===== config.mk =====
export PLATFORM = sky130hd
export DESIGN_NAME = div_top
export DESIGN_NICKNAME = d
export VERILOG_FILES = /design/src/verilog/div_pkg.sv /design/src/verilog/div_control.sv /design/src/verilog/div_data_path.sv /design/src/verilog/div_top.sv
export SDC_FILE = /design/constraint.sdc
export NUM_CORES = 1
export LEC_CHECK = 0
export BUFFER_PORTS_ARGS = -buffer_cell sky130_fd_sc_hd__clkbuf_2
export CAP_MARGIN = 20
export CORE_MARGIN = 5
export CORE_UTILIZATION = 40
export DETAILED_ROUTE_END_ITERATION = 12
export GPL_TIMING_DRIVEN = 0
export SYNTH_ARGS = -nofsm -noshare
export SYNTH_HDL_FRONTEND = slang
export SYNTH_SLANG_ARGS = --single-unit

===== constraint.sdc =====
create_clock -name clk -period 4.7 [get_ports clk]
set_input_delay 0.94 -clock clk [delete_from_list [all_inputs] [get_ports clk]]
set_output_delay 0.94 -clock clk [all_outputs]
set_load 0.005 [all_outputs]

===== src/verilog/div_pkg.sv =====
//////////////////////////////////////////////////////////////////////
// Shared definitions for the restoring divider
// Operand width, iteration counter width, controller state type
//////////////////////////////////////////////////////////////////////

package div_pkg;

    // Width of dividend, divisor, quotient and remainder
    localparam int WIDTH = 8;

    // Iteration counter must hold values up to WIDTH+1
    localparam int CNT_W = $clog2(WIDTH + 2);

    // Controller states
    // ST_IDLE waits for operands, ST_RUN iterates,
    // ST_DONE presents the result until it is taken
    typedef enum logic [1:0] {
        ST_IDLE = 2'd0,
        ST_RUN  = 2'd1,
        ST_DONE = 2'd2
    } div_state_t;

endpackage


===== src/verilog/div_control.sv =====
//////////////////////////////////////////////////////////////////////
// Restoring divider controller
// Idle/run/done FSM, datapath strobes, operand and result handshakes
//////////////////////////////////////////////////////////////////////

`timescale 1ns/100ps

module div_control (
    input  logic  clk,
    input  logic  rst,
    input  logic  in_valid,
    input  logic  out_ready,
    input  logic  count_done,
    output logic  in_ready,
    output logic  out_valid,
    output logic  load,
    output logic  step,
    output logic  capture
);

    div_pkg::div_state_t  state;
    div_pkg::div_state_t  state_next;

    // Handshake events
    logic  accept;
    logic  release_result;

    // Operand transfer on this edge
    assign accept = in_valid & in_ready;

    // Result transfer on this edge
    assign release_result = out_valid & out_ready;

    // Datapath strobes
    // load fires on the accepting edge itself
    assign load    = accept;
    // One step per cycle until the counter reports WIDTH
    assign step    = (state == div_pkg::ST_RUN) & ~count_done;
    // Final cycle of the run latches the result
    assign capture = (state == div_pkg::ST_RUN) & count_done;

    // Next state
    always_comb begin
        state_next = state;
        case (state)
            div_pkg::ST_IDLE: begin
                if (accept) begin
                    state_next = div_pkg::ST_RUN;
                end
            end
            div_pkg::ST_RUN: begin
                if (count_done) begin
                    state_next = div_pkg::ST_DONE;
                end
            end
            div_pkg::ST_DONE: begin
                // Hold the result until the sink takes it
                if (release_result) begin
                    state_next = div_pkg::ST_IDLE;
                end
            end
            default: begin
                state_next = div_pkg::ST_IDLE;
            end
        endcase
    end

    // State register
    always_ff @(posedge clk or negedge rst) begin
        if (!rst) begin
            state <= div_pkg::ST_IDLE;
        end else begin
            state <= state_next;
        end
    end

    // Registered handshake outputs, decoded from the next state
    // in_ready stays low in reset and rises on the first edge after it
    always_ff @(posedge clk or negedge rst) begin
        if (!rst) begin
            in_ready  <= 1'b0;
            out_valid <= 1'b0;
        end else begin
            in_ready  <= (state_next == div_pkg::ST_IDLE);
            out_valid <= (state_next == div_pkg::ST_DONE);
        end
    end

endmodule


===== src/verilog/div_data_path.sv =====
//////////////////////////////////////////////////////////////////////
// Restoring divider datapath
// A/Q shift registers, divisor register, trial subtractor,
// restore select, iteration counter and result registers
//////////////////////////////////////////////////////////////////////

`timescale 1ns/100ps

module div_data_path (
    input  logic                       clk,
    input  logic                       rst,
    input  logic [div_pkg::WIDTH-1:0]  dividend,
    input  logic [div_pkg::WIDTH-1:0]  divisor,
    input  logic                       load,
    input  logic                       step,
    input  logic                       capture,
    output logic [div_pkg::WIDTH-1:0]  quotient,
    output logic [div_pkg::WIDTH-1:0]  remainder,
    output logic                       count_done
);

    // Accumulator carries one extra bit for the trial sign
    logic [div_pkg::WIDTH:0]    acc_a;
    logic [div_pkg::WIDTH-1:0]  reg_q;
    logic [div_pkg::WIDTH-1:0]  reg_m;
    logic [div_pkg::CNT_W-1:0]  counter;

    // Shifted A/Q pair and trial difference
    logic [div_pkg::WIDTH:0]    shift_a;
    logic [div_pkg::WIDTH-1:0]  shift_q;
    logic [div_pkg::WIDTH:0]    diff;
    logic                       a_neg;

    // Next values after restore select
    logic [div_pkg::WIDTH:0]    next_a;
    logic [div_pkg::WIDTH-1:0]  next_q;

    // Left shift of {A, Q} by one
    // MSB of Q moves into the LSB of A
    assign shift_a = {acc_a[div_pkg::WIDTH-1:0], reg_q[div_pkg::WIDTH-1]};
    assign shift_q = {reg_q[div_pkg::WIDTH-2:0], 1'b0};

    // Trial subtract of the divisor, zero extended
    assign diff  = shift_a - {1'b0, reg_m};

    // Sign of the trial result
    assign a_neg = diff[div_pkg::WIDTH];

    // Restore select
    // Negative trial keeps the shifted A and a quotient bit of 0,
    // otherwise take the difference and set the quotient bit
    always_comb begin
        if (a_neg) begin
            next_a = shift_a;
            next_q = shift_q;
        end else begin
            next_a = diff;
            next_q = {shift_q[div_pkg::WIDTH-1:1], 1'b1};
        end
    end

    // Iteration counter
    always_ff @(posedge clk or negedge rst) begin
        if (!rst) begin
            counter <= '0;
        end else if (load) begin
            counter <= '0;
        end else if (step) begin
            counter <= counter + 1'b1;
        end
    end

    // All WIDTH iterations complete
    assign count_done = (counter == div_pkg::CNT_W'(div_pkg::WIDTH));

    // Working registers A, Q and M
    always_ff @(posedge clk) begin
        if (load) begin
            // Dividend goes into Q, A starts from zero
            acc_a <= '0;
            reg_q <= dividend;
            reg_m <= divisor;
        end else if (step) begin
            acc_a <= next_a;
            reg_q <= next_q;
        end
    end

    // Result registers
    // Held until the next capture, so stable across back-pressure
    always_ff @(posedge clk) begin
        if (capture) begin
            quotient  <= reg_q;
            // A never exceeds the divisor, top bit is zero here
            remainder <= acc_a[div_pkg::WIDTH-1:0];
        end
    end

endmodule


===== src/verilog/div_top.sv =====
//////////////////////////////////////////////////////////////////////
// Restoring divider top level
// Controller and datapath with valid/ready operand and result ports
//////////////////////////////////////////////////////////////////////

`timescale 1ns/100ps

module div_top (
    input  logic                       clk,
    input  logic                       rst,

    // Operand side
    input  logic                       in_valid,
    input  logic [div_pkg::WIDTH-1:0]  dividend,
    input  logic [div_pkg::WIDTH-1:0]  divisor,
    output logic                       in_ready,

    // Result side
    output logic                       out_valid,
    output logic [div_pkg::WIDTH-1:0]  quotient,
    output logic [div_pkg::WIDTH-1:0]  remainder,
    input  logic                       out_ready
);

    // Controller to datapath strobes
    logic  load;
    logic  step;
    logic  capture;

    // Datapath status back to the controller
    logic  count_done;

    // Sequencing and handshakes
    div_control u_control (
        .clk        (clk),
        .rst        (rst),
        .in_valid   (in_valid),
        .out_ready  (out_ready),
        .count_done (count_done),
        .in_ready   (in_ready),
        .out_valid  (out_valid),
        .load       (load),
        .step       (step),
        .capture    (capture)
    );

    // Arithmetic and result registers
    div_data_path u_data_path (
        .clk        (clk),
        .rst        (rst),
        .dividend   (dividend),
        .divisor    (divisor),
        .load       (load),
        .step       (step),
        .capture    (capture),
        .quotient   (quotient),
        .remainder  (remainder),
        .count_done (count_done)
    );

endmodule

==> results.md, run 1 <==
* Status: finished clean
* HP Start: u_data_path.reg_q[1]$_DFFE_PP_
* Post-detail-place hpwl at 3.04 mm
* DRT Pass-1 Iters at 4
* Initial antenna violation count at 0
* Post-CTS Hold Buffers at 0
* Crit Path Max Fanout at 5
* Setup Skew at 0.00764 ns
* # clock sinks at 48
* Setup TNS at 0 ns
* Slowest stage cell, crit path: fa_1
* Final worst path period need at 2.59 ns
* Slew Limit Fails at 0
* GPL Wtd Cong at 0.814
* Period utilization at 55.1%
* R2r setup slk at 2.11 ns
* WHS at 0.453 ns
* Met1 wire length at 1.96 mm
* Actual slew at the worst max-slew pin at 0.962 ns
* Fraction of layout cells with a size suffix above 1 at 24.0%
* Synthesized Nets at 227
* Syn_area_per_cell at 11.6 um2
* YS warnings at 0
* Met3 WL at 255 um
* Worst setup path class: reg2reg
* Post-synthesis cell area at 2270 um2
* Sequential share of the synthesized area at 58.2%
* RSZ-0062 raised after global routing: false
* Antenna Cells at 0
* Synth Instances at 196
* Die width at 85.3 um
* Std-Cell Rows at 27
* Starting density of the core at 41.2%
* Area of the multi-input gates at 860 um2
* Num ports at 38
* Post-CTS setup buffers at 0
* DR top layer: met4
* Static leakage at 1.16 nW
* Register bit total from synthesis at 48
* Number of synthesized flops with an enable pin at 32
* R2R depth at 10
* Reg-to-Reg Start: u_data_path.reg_q[7]$_DFFE_PP_
* Worst setup SP type: flip-flop
* CTS tree: built
* Share of the synthesized area in the top cell type at 42.3%
* Vias at 1546
* Max incr delay on CP at 0.40 ns
* Layout area overhead at 16.7%
* Overall Global Routing Usage at 12.1%
* DR DRC count at 0
* Die Y at 85.3 um
* Clock transition at path regs at 0.09 ns
* Grt ovf at 0
* First-pass GRT wire length at 6.91 mm
* Endpoints failing setup at 0
* Worst R2R End: u_data_path.acc_a[5]$_SDFFE_PP0P_
* CP required at 4.93 ns
* Async SR Flop Fraction at 16.7%
* Clock buffer depth at 2
* Core footprint at 5510 um2
* Hold Path End: u_data_path.quotient[1]$_DFFE_PP_
* Most frequent cells in the layout: clkbuf_2, edfxtp_1, nand2_1
* DR WL/cell at 13.1 um
* DR iter-0 viols at 54
* Met2 routed WL at 1.87 mm
* Worst EP arrival at 2.82 ns
* Post-synth cell types at 45
* Hold Fails Final Rpt at 0
* Worst IR Drop VDD at 0.297 mV
* Slew HR at 35.9%
* Synth top area cells: edfxtp_1, dfrtp_1, dfxtp_1
* Max-cap check violation count at 0
* Ys flop type: edfxtp_1
* Die Area at 7280 um2
* Largest net degree at the start of global routing at 18
* Root buf cell: clkbuf_8
* Post_cts resized at 0
* Post-Route WL at 4.13 mm
* CP cell instances: inv_1, ha_1, inv_1, fa_1, a211oi_2, o211a_1, o211a_1, buf_6, mux2_4, a211oi_2
* Clock Latency Late Sink at 0.30 ns
* Worst hold-check path type: reg2reg
* Vias per cell at 4.92
* Fmax at 386 MHz
* Most common cell after layout, fill and taps aside: clkbuf_2
* Register area at 1320 um2
* # fillers at 520
* # port buffers at 37
* Vias in the first global route at 1467
* Total CTS buffers at 5
* Cell taking the most area after synthesis: edfxtp_1
* Worst Hold Depth at 0
* Antenna viol nets, final at 0
* H-tree Lvls at 2
* Final nets at 272
* Power Dens Cells at 673 nW/um2
* Worst setup EP type: flip-flop
-- worst max-delay path by stage --
stage	to	start	slack (ns)
after floorplan	u_data_path.acc_a[5]$_SDFFE_PP0P_	u_data_path.reg_q[7]$_DFFE_PP_	2.35
after global placement	u_data_path.reg_m[4]$_DFFE_PP_	in_valid	2.06
after detailed placement	u_data_path.reg_m[4]$_DFFE_PP_	in_valid	2.04
after CTS	u_data_path.acc_a[5]$_SDFFE_PP0P_	u_data_path.reg_q[7]$_DFFE_PP_	2.10
after global routing	u_data_path.acc_a[5]$_SDFFE_PP0P_	u_data_path.reg_q[7]$_DFFE_PP_	1.97
final	u_data_path.acc_a[5]$_SDFFE_PP0P_	u_data_path.reg_q[7]$_DFFE_PP_	2.11
-- metal layers --
metal  vias up  track usage (%)
met5         -                0
met4         0             3.88
met3         4             3.88
met2        34             18.9
met1       717             15.9
li1        791                -
-- critical path: cells and delay by family (launching register included) --
| family | cells | cell delay, ns |
|---|---|---|
| AOI/OAI and AO/OA | 4 | 0.97 |
| adders and majority gates | 2 | 0.57 |
| buffers and inverters | 3 | 0.27 |
| DFF | 1 | 0.39 |
| muxes | 1 | 0.31 |
-- cell type report --
| class | count | area share [%] |
|---|---|---|
| sequential | 48 | 49.9 |
| multi-input combinational | 127 | 32.5 |
| timing repair buffer | 38 | 7.56 |
| tap | 72 | 3.40 |
| clock buffer | 5 | 2.60 |
| inverter | 15 | 2.13 |
| buffer | 6 | 1.32 |
| clock inverter | 3 | 0.661 |
-- Yosys cell counts, drive strengths merged (2+ instances only) --
cell / number
o211ai: 4
a211oi: 6
o21ai: 8
nand2b: 5
mux2i: 5
nor2: 15
clkbuf: 3
a21oi: 8
dfrtp: 8
nand4: 2
buf: 3
xor2: 5
dfxtp: 8
o211a: 2
ha: 10
mux2: 3
a21o: 2
a31o: 2
nand2: 30
nand3: 2
inv: 14
xnor2: 2
edfxtp: 32
-- power breakdown --
group	total, mW	internal (mW)	switching, mW	leakage [nW]
sequential	0.720	0.629	0.0904	0.470
clock	0.243	0.104	0.139	0.0460
combinational	0.821	0.375	0.446	0.644
-- flip-flops by register name, summed over array words and instances, names as in the netlist --
name                   cells
u_data_path.reg_m          8
u_data_path.remainder      8
u_data_path.reg_q          8
u_data_path.acc_a          8
u_data_path.counter        4
u_control.out_valid        1
u_control.state            2
u_data_path.quotient       8
u_control.in_ready         1
-- cells by family after synthesis --
group                    after synthesis  share of synthesized area, %
buffers and inverters                 21                          4.02
XOR/XNOR                               7                          2.70
AND/OR/NAND/NOR                       64                          13.0
adder cells (fa/ha/maj)               11                          6.39
multiplexers                           8                          3.86
flip-flops                            48                          58.2
AO/OA/AOI/OAI                         37                          11.9
-- through the flow --
stage	setup WS, ns	area, um2	power (mW)	utilization, %	cells
after floorplan	2.35	2270	1.36	-	196
after global placement	2.06	2540	1.54	46.2	305
after detailed placement	2.04	2560	1.56	46.5	306
final	2.11	2650	1.78	48.1	314
after CTS	2.10	2650	1.80	48.1	314
after global routing	1.97	2650	1.93	48.1	314
No activity file was read; power rests on OpenSTA's default activity.
==> inputs of run 2 (changes only) <==
==> constraint.sdc (replaced) <==
create_clock -name clk -period 2.3 [get_ports clk]
set_input_delay 0.46 -clock clk [delete_from_list [all_inputs] [get_ports clk]]
set_output_delay 0.46 -clock clk [all_outputs]
set_load 0.005 [all_outputs]
==> run 2 against run 1 <==
Effect of this change: the run now ends with setup timing left; clock-buffer cell count did not move; critical endpoint unchanged; first-iteration DRC count rose by 70%; non-clock buffer count rose by 4; worst setup slack got worse by 2.1 ns; cell count increased by 1.3%; global-route usage up 0.52 points.
==> results.md, run 2 (synthesis results as in run 1) <==
* CP required at 2.52 ns (-2.41 ns)
* Power, Total at 3.84 mW (+120%)
* Post-Route WL at 4.25 mm (+3.0%)
* Worst hold-check path type: in2reg
* Actual slew at the worst max-slew pin at 0.928 ns (-0.0341 ns)
* Static leakage at 1.18 nW (+1.9%)
* Worst IR Drop VDD at 0.578 mV (+95%)
* Clock transition at path regs at 0.09 ns (about the same)
* Sequential Power Share at 38.3% (-2.0 points)
* Endpoints failing setup at 1 (+1)
* Internal Pwr Total at 2.38 mW (+120%)
* Antenna viol nets, final at 0 (unchanged)
* Vias at 1550 (+0.26%)
* Setup Skew at 0.00845 ns (+0.000808 ns)
* Worst Hold Depth at 1 (+1)
* Total CTS buffers at 5 (unchanged)
* Vias per cell at 4.87 (-1.0%)
* DR iter-0 viols at 92 (+70%)
* Final nets at 276 (+1.5%)
* Logic gate share of total power at 48.6% (+2.6 points)
* Initial antenna violation count at 0 (unchanged)
* Starting density of the core at 41.2% (unchanged)
* Slew HR at 38.1% (+2.3 points)
* Period utilization at 100% (+45 points)
* Fin worst setup slack at -0.00710 ns (-2.12 ns)
* Failing checks: setup timing
* Vias in the first global route at 1498 (+2.1%)
* Max-cap check violation count at 0 (unchanged)
* DRT Pass-1 Iters at 4 (unchanged)
* Slew Limit Fails at 0 (unchanged)
* Std-Cell Rows at 27 (unchanged)
* Status: finished, violations left
* Fraction of layout cells with a size suffix above 1 at 26.8% (+2.9 points)
* Largest net degree at the start of global routing at 19 (+1)
* Slowest stage cell, crit path: edfxtp_1
* # port buffers at 37 (unchanged)
* Die width at 85.3 um (unchanged)
* DR DRC count at 0 (unchanged)
* Hold Path End: u_data_path.reg_m[7]$_DFFE_PP_
* Post-detail-place hpwl at 3.06 mm (+0.53%)
* Overall Global Routing Usage at 12.6% (+0.52 points)
* Num ports at 38 (unchanged)
* Antenna Cells at 0 (unchanged)
* Reg-to-Reg Start: u_data_path.reg_q[7]$_DFFE_PP_
* H-tree Lvls at 2 (unchanged)
* Clock power frac at 13.0% (-0.6 points)
* GPL Wtd Cong at 0.791 (-2.9%)
* DR WL/cell at 13.4 um (+1.7%)
* Worst setup path class: reg2reg
* R2R depth at 10 (unchanged)
* Worst EP arrival at 2.53 ns (-0.29 ns)
* Fmax at 433 MHz (+12%)
* HP Start: divisor[7]
* Layout area overhead at 19.3%
* Switching Share at 37.9% (+0.040 points)
* Worst setup SP type: flip-flop
* Clock Latency Late Sink at 0.30 ns (about the same)
* Grt ovf at 0 (unchanged)
* CP cell instances: inv_2, ha_4, inv_2, fa_2, a211oi_4, o211a_1, o211a_1, buf_6, mux2_4, a211oi_2
* R2r setup slk at -0.007 ns (-2.12 ns)
* Final Util at 49.2% (+1.1 points)
* Most common cell after layout, fill and taps aside: clkbuf_2
* # clock sinks at 48 (unchanged)
* Max incr delay on CP at 0.42 ns (+0.02 ns)
* Worst setup EP type: flip-flop
* RSZ-0062 raised after global routing: true
* Core footprint at 5510 um2 (unchanged)
* Most frequent cells in the layout: clkbuf_2, edfxtp_1, nand2_1
* Worst R2R End: u_data_path.acc_a[5]$_SDFFE_PP0P_
* Final worst path period need at 2.31 ns (-0.283 ns)
* Root buf cell: clkbuf_8
* Clock buffer depth at 2 (unchanged)
* Crit Path Max Fanout at 4 (-1)
* CTS tree: built
* Die Area at 7280 um2 (unchanged)
* First-pass GRT wire length at 7.22 mm (+4.6%)
* Die Y at 85.3 um (unchanged)
* Hold Fails Final Rpt at 0 (unchanged)
* Sw power at 1.45 mW (+120%)
* Power Dens Cells at 1420 nW/um2 (+110%)
==> run 2: changes by cell type in the layout (fill, tap and decap cells not counted), sizes merged <==
cell	before	now
dlygate4sd3	0	1
buf	4	7
==> run 2: power groups by stage <==
stage	sequential [mW]	combinational, mW	clock [mW]
after floorplan	1.43	1.35	0
after global placement	1.49	1.65	0
after detailed placement	1.49	1.69	0
after CTS	1.47	1.81	0.519
after global routing	1.51	2.11	0.556
final	1.47	1.87	0.501
==> run 2: stage by stage <==
stage | hold WS, ns | cells | setup WS [ns] | cell area [um2] | TNS, ns
2_1_floorplan | 0.164 | 196 | 0.0124 | 2270 | 0
4_1_cts | 0.320 | 316 | -0.155 | 2680 | -0.934
5_1_grt | 0.319 | 318 | -0.127 | 2710 | -0.723
6_report | 0.329 | 318 | -0.00710 | 2710 | -0.00710
3_5_place_dp | 0.313 | 305 | -0.181 | 2550 | -0.516
3_3_place_gp | 0.315 | 305 | -0.175 | 2540 | -0.412
==> run 2: critical path, delay by kind of cell, from the launching register on <==
| family | cells | cell delay, ns |
|---|---|---|
| AOI/OAI and AO/OA | 4 | 0.78 |
| adders and majority gates | 2 | 0.49 |
| muxes | 1 | 0.30 |
| DFF | 1 | 0.42 |
| buffers and inverters | 3 | 0.22 |
==> run 2: layout make-up <==
class | count | area, um2
plain buffers | 6 | 35.0
clock buffers | 5 | 68.8
clock inverters | 3 | 17.5
fillers | 518 | 2800
inverters | 15 | 56.3
multi-input cells | 127 | 890
flip-flops and latches | 48 | 1320
well taps | 72 | 90.1
repair buffers | 42 | 229
==> run 2: worst max-delay path by stage <==
| stage | startpoint | to | slack (ns) | depth (start not counted) |
|---|---|---|---|---|
| floorplan | u_data_path.reg_q[7]$_DFFE_PP_ | u_data_path.acc_a[5]$_SDFFE_PP0P_ | 0.01 | 10 |
| global placement | u_data_path.reg_q[7]$_DFFE_PP_ | u_data_path.acc_a[5]$_SDFFE_PP0P_ | -0.17 | 10 |
| detailed placement | u_data_path.reg_q[7]$_DFFE_PP_ | u_data_path.acc_a[5]$_SDFFE_PP0P_ | -0.18 | 10 |
| CTS | u_data_path.reg_q[7]$_DFFE_PP_ | u_data_path.acc_a[5]$_SDFFE_PP0P_ | -0.15 | 10 |
| global route | u_data_path.reg_q[7]$_DFFE_PP_ | u_data_path.acc_a[2]$_SDFFE_PP0P_ | -0.13 | 10 |
| finish | u_data_path.reg_q[7]$_DFFE_PP_ | u_data_path.acc_a[5]$_SDFFE_PP0P_ | -0.007 | 10 |
==> run 2: repair_timing <==
item / CTS / global route
setup buffers: 2 / 2
endpoints found under the hold margin: 8 / 0
pin swaps: 13 / 5
hold buffers: 1 / 0
resized for setup: 5 / 4
setup endpoints to repair: 9 / 9
==> run 2: layer usage <==
layer / routed length (um) / global-route usage [%]
met1: 1970 / 17.2
met2: 1980 / 19.4
met3: 237 / 3.59
met4: 58 / 3.88
met5: 0 / 0
==> inputs of run 3 (changes only) <==
--- a/config.mk
+++ b/config.mk
@@ -10,7 +10,6 @@
 export CORE_MARGIN = 5
 export CORE_UTILIZATION = 40
 export DETAILED_ROUTE_END_ITERATION = 12
-export GPL_TIMING_DRIVEN = 0
 export SYNTH_ARGS = -nofsm -noshare
 export SYNTH_HDL_FRONTEND = slang
 export SYNTH_SLANG_ARGS = --single-unit
==> run 3 against run 2 <==
Effect of this change: the run still ends with setup timing left; clock power rose by 4.6%; critical endpoint is now u_data_path.acc_a[0]$_SDFFE_PP0P_; non-clock buffer count increased by 5; flip-flop and latch count stayed put.
==> results.md, run 3 (synthesis results as in run 1) <==
* Status: finished, violations left
* Failing checks: setup timing
* Die Area at 7280 um2 (unchanged)
* GPL Wtd Cong at 0.797 (+0.81%)
* Worst EP arrival at 2.56 ns (+0.03 ns)
* CP required at 2.54 ns (+0.02 ns)
* Std-Cell Rows at 27 (unchanged)
* Power, Total at 3.94 mW (+2.7%)
* Slew Limit Fails at 0 (unchanged)
* DRT Pass-1 Iters at 4 (unchanged)
* Antenna viol nets, final at 0 (unchanged)
* RSZ-0062 raised after global routing: true
* Crit path max-delay family: compound AO/OA/AOI/OAI gates
* Worst IR Drop VDD at 0.548 mV (-5.2%)
* Fin worst setup slack at -0.0148 ns (-0.00771 ns)
* # fillers at 519 (+0.19%)
* Overall Global Routing Usage at 13.0% (+0.39 points)
* Worst Hold Depth at 1 (unchanged)
* Max-cap check violation count at 0 (unchanged)
* Worst setup EP type: flip-flop
* R2r setup slk at -0.01 ns (about the same)
* Die width at 85.3 um (unchanged)
* Vias per cell at 4.87 (-0.15%)
* Fin cells at 323 (+1.6%)
* WP buf/inv at 2 (-1)
* Layout area overhead at 22.0%
* Post-detail-place hpwl at 3.16 mm (+3.2%)
* # clock sinks at 48 (unchanged)
* # port buffers at 37 (unchanged)
* Die Y at 85.3 um (unchanged)
* Worst setup SP type: flip-flop
* R2R depth at 9 (-1)
* Final worst path period need at 2.31 ns (+0.00771 ns)
* Clock buffer depth at 2 (unchanged)
* Final Util at 50.3% (+1.1 points)
* Setup TNS at -0.0148 ns (-0.00771 ns)
* Grt ovf at 0 (unchanged)
* Worst R2R End: u_data_path.acc_a[0]$_SDFFE_PP0P_
* Crit Path Max Fanout at 4 (unchanged)
* DR DRC count at 0 (unchanged)
* Logic gate share of total power at 49.3% (+0.7 points)
* Sequential Power Share at 37.4% (-0.9 points)
* Clock Latency Late Sink at 0.30 ns (about the same)
* Initial antenna violation count at 0 (unchanged)
* DR WL/cell at 13.6 um (+1.9%)
* Stages on the worst setup path at 9 (-1)
* Static leakage at 1.22 nW (+3.4%)
* Worst setup path class: reg2reg
* Worst hold-check path type: in2reg
* CP cell instances: inv_2, ha_4, inv_2, fa_2, a211oi_4, o211a_1, o211ai_1, mux2_4, a21oi_1
* Fraction of layout cells with a size suffix above 1 at 29.5% (+2.7 points)
* Vias in the first global route at 1607 (+7.3%)
* Internal Pwr Total at 2.48 mW (+4.1%)
* Slowest stage cell, crit path: edfxtp_1
* Sw power at 1.46 mW (+0.49%)
* Actual slew at the worst max-slew pin at 0.568 ns (-0.360 ns)
* Root buf cell: clkbuf_8
* Reg-to-Reg Start: u_data_path.reg_q[7]$_DFFE_PP_
* H-tree Lvls at 2 (unchanged)
* Slew HR at 61.9% (+24 points)
* Setup Skew at 0.00521 ns (-0.00324 ns)
* Switching Share at 37.1% (-0.83 points)
* Final nets at 281 (+1.8%)
* Post-Route WL at 4.40 mm (+3.5%)
* Most common cell after layout, fill and taps aside: clkbuf_2
* CTS tree: built
* Max incr delay on CP at 0.42 ns (about the same)
* Placed cells at 311 (+2.0%)
* HP Start: divisor[7]
* Total CTS buffers at 5 (unchanged)
* Period utilization at 101% (+0.34 points)
* Hold Fails Final Rpt at 0 (unchanged)
* Hold Path End: u_data_path.reg_m[7]$_DFFE_PP_
* Fmax at 432 MHz (-0.33%)
* Most frequent cells in the layout: clkbuf_2, edfxtp_1, nand2_1
* WHS at 0.329 ns (+0.0000800 ns)
* Power Dens Cells at 1420 nW/um2 (+0.46%)
* First-pass GRT wire length at 7.47 mm (+3.3%)
* Core footprint at 5510 um2 (unchanged)
* Num ports at 38 (unchanged)
* Largest net degree at the start of global routing at 21 (+2)
* Starting density of the core at 41.2% (unchanged)
* Vias at 1572 (+1.4%)
* Antenna Cells at 0 (unchanged)
* Endpoints failing setup at 1 (unchanged)
* DR iter-0 viols at 55 (-40%)
* Clock transition at path regs at 0.09 ns (about the same)
* Clock power frac at 13.3% (+0.3 points)
* Most frequent cell on the critical path: inv_2
## run 3: cell count changes in the layout (fill, tap and decap cells not counted), sizes merged
cell and delta:
buf +8, clkbuf -1, inv -1, clkinv -1
## run 3: layout make-up
type / count / area (um2) / share of cell area (%)
Clock buffer: 7 / 86.3 / 3.12
Clock inverter: 1 / 8.76 / 0.316
Inverter: 15 / 56.3 / 2.03
Multi-Input combinational cell: 127 / 895 / 32.3
Sequential cell: 48 / 1320 / 47.7
Tap cell: 72 / 90.1 / 3.25
Timing Repair Buffer: 53 / 312 / 11.3
## run 3: worst register-to-register path, stage by stage (launching register included)
cell      delay [ns]
edfxtp_1        0.42
inv_2           0.10
ha_4            0.13
inv_2           0.04
fa_2            0.40
a211oi_4        0.25
o211a_1         0.18
o211ai_1        0.23
mux2_4          0.37
a21oi_1         0.13
## run 3: worst max-delay path by stage
stage | startpoint | end | slack (ns)
after floorplan | u_data_path.reg_q[7]$_DFFE_PP_ | u_data_path.acc_a[5]$_SDFFE_PP0P_ | 0.01
after global placement | u_data_path.reg_q[7]$_DFFE_PP_ | u_data_path.acc_a[5]$_SDFFE_PP0P_ | 0.05
after detailed placement | u_data_path.reg_q[7]$_DFFE_PP_ | u_data_path.acc_a[5]$_SDFFE_PP0P_ | -0.01
after CTS | u_data_path.reg_q[7]$_DFFE_PP_ | u_data_path.acc_a[5]$_SDFFE_PP0P_ | -0.008
after global routing | u_data_path.reg_q[7]$_DFFE_PP_ | u_data_path.acc_a[0]$_SDFFE_PP0P_ | -0.11
final | u_data_path.reg_q[7]$_DFFE_PP_ | u_data_path.acc_a[0]$_SDFFE_PP0P_ | -0.01
## run 3: routing by layer
metal	wire length, um	vias up	global-route usage, %
li1	-	805	-
met1	2060	737	17.0
met2	2080	24	20.6
met3	165	6	3.20
met4	82	0	5.32
met5	0	-	0
## run 3: per-stage QoR
step / worst slack, ns / area, um2
after floorplan: 0.0124 / 2270
after global placement: 0.0464 / 2600
after detailed placement: -0.00989 / 2600
after CTS: -0.00817 / 2720
after global routing: -0.108 / 2770
final: -0.0148 / 2770
## run 3: power by group through the flow
| stage | sequential [mW] | clock, mW | combinational, mW |
|---|---|---|---|
| after floorplan | 1.43 | 0 | 1.35 |
| final | 1.47 | 0.524 | 1.95 |
| after global placement | 1.48 | 0 | 1.77 |
| after detailed placement | 1.49 | 0 | 1.80 |
| after CTS | 1.47 | 0.549 | 1.83 |
| after global routing | 1.51 | 0.584 | 2.20 |
## run 3: repair_timing
item                                   in CTS  in global routing
endpoints found under the hold margin       8                  0
pin swaps                                   3                 10
buffers inserted                            1                  2
hold buffers                                1                  0
resized for setup                           1                 10
setup endpoints to repair                   2                  9
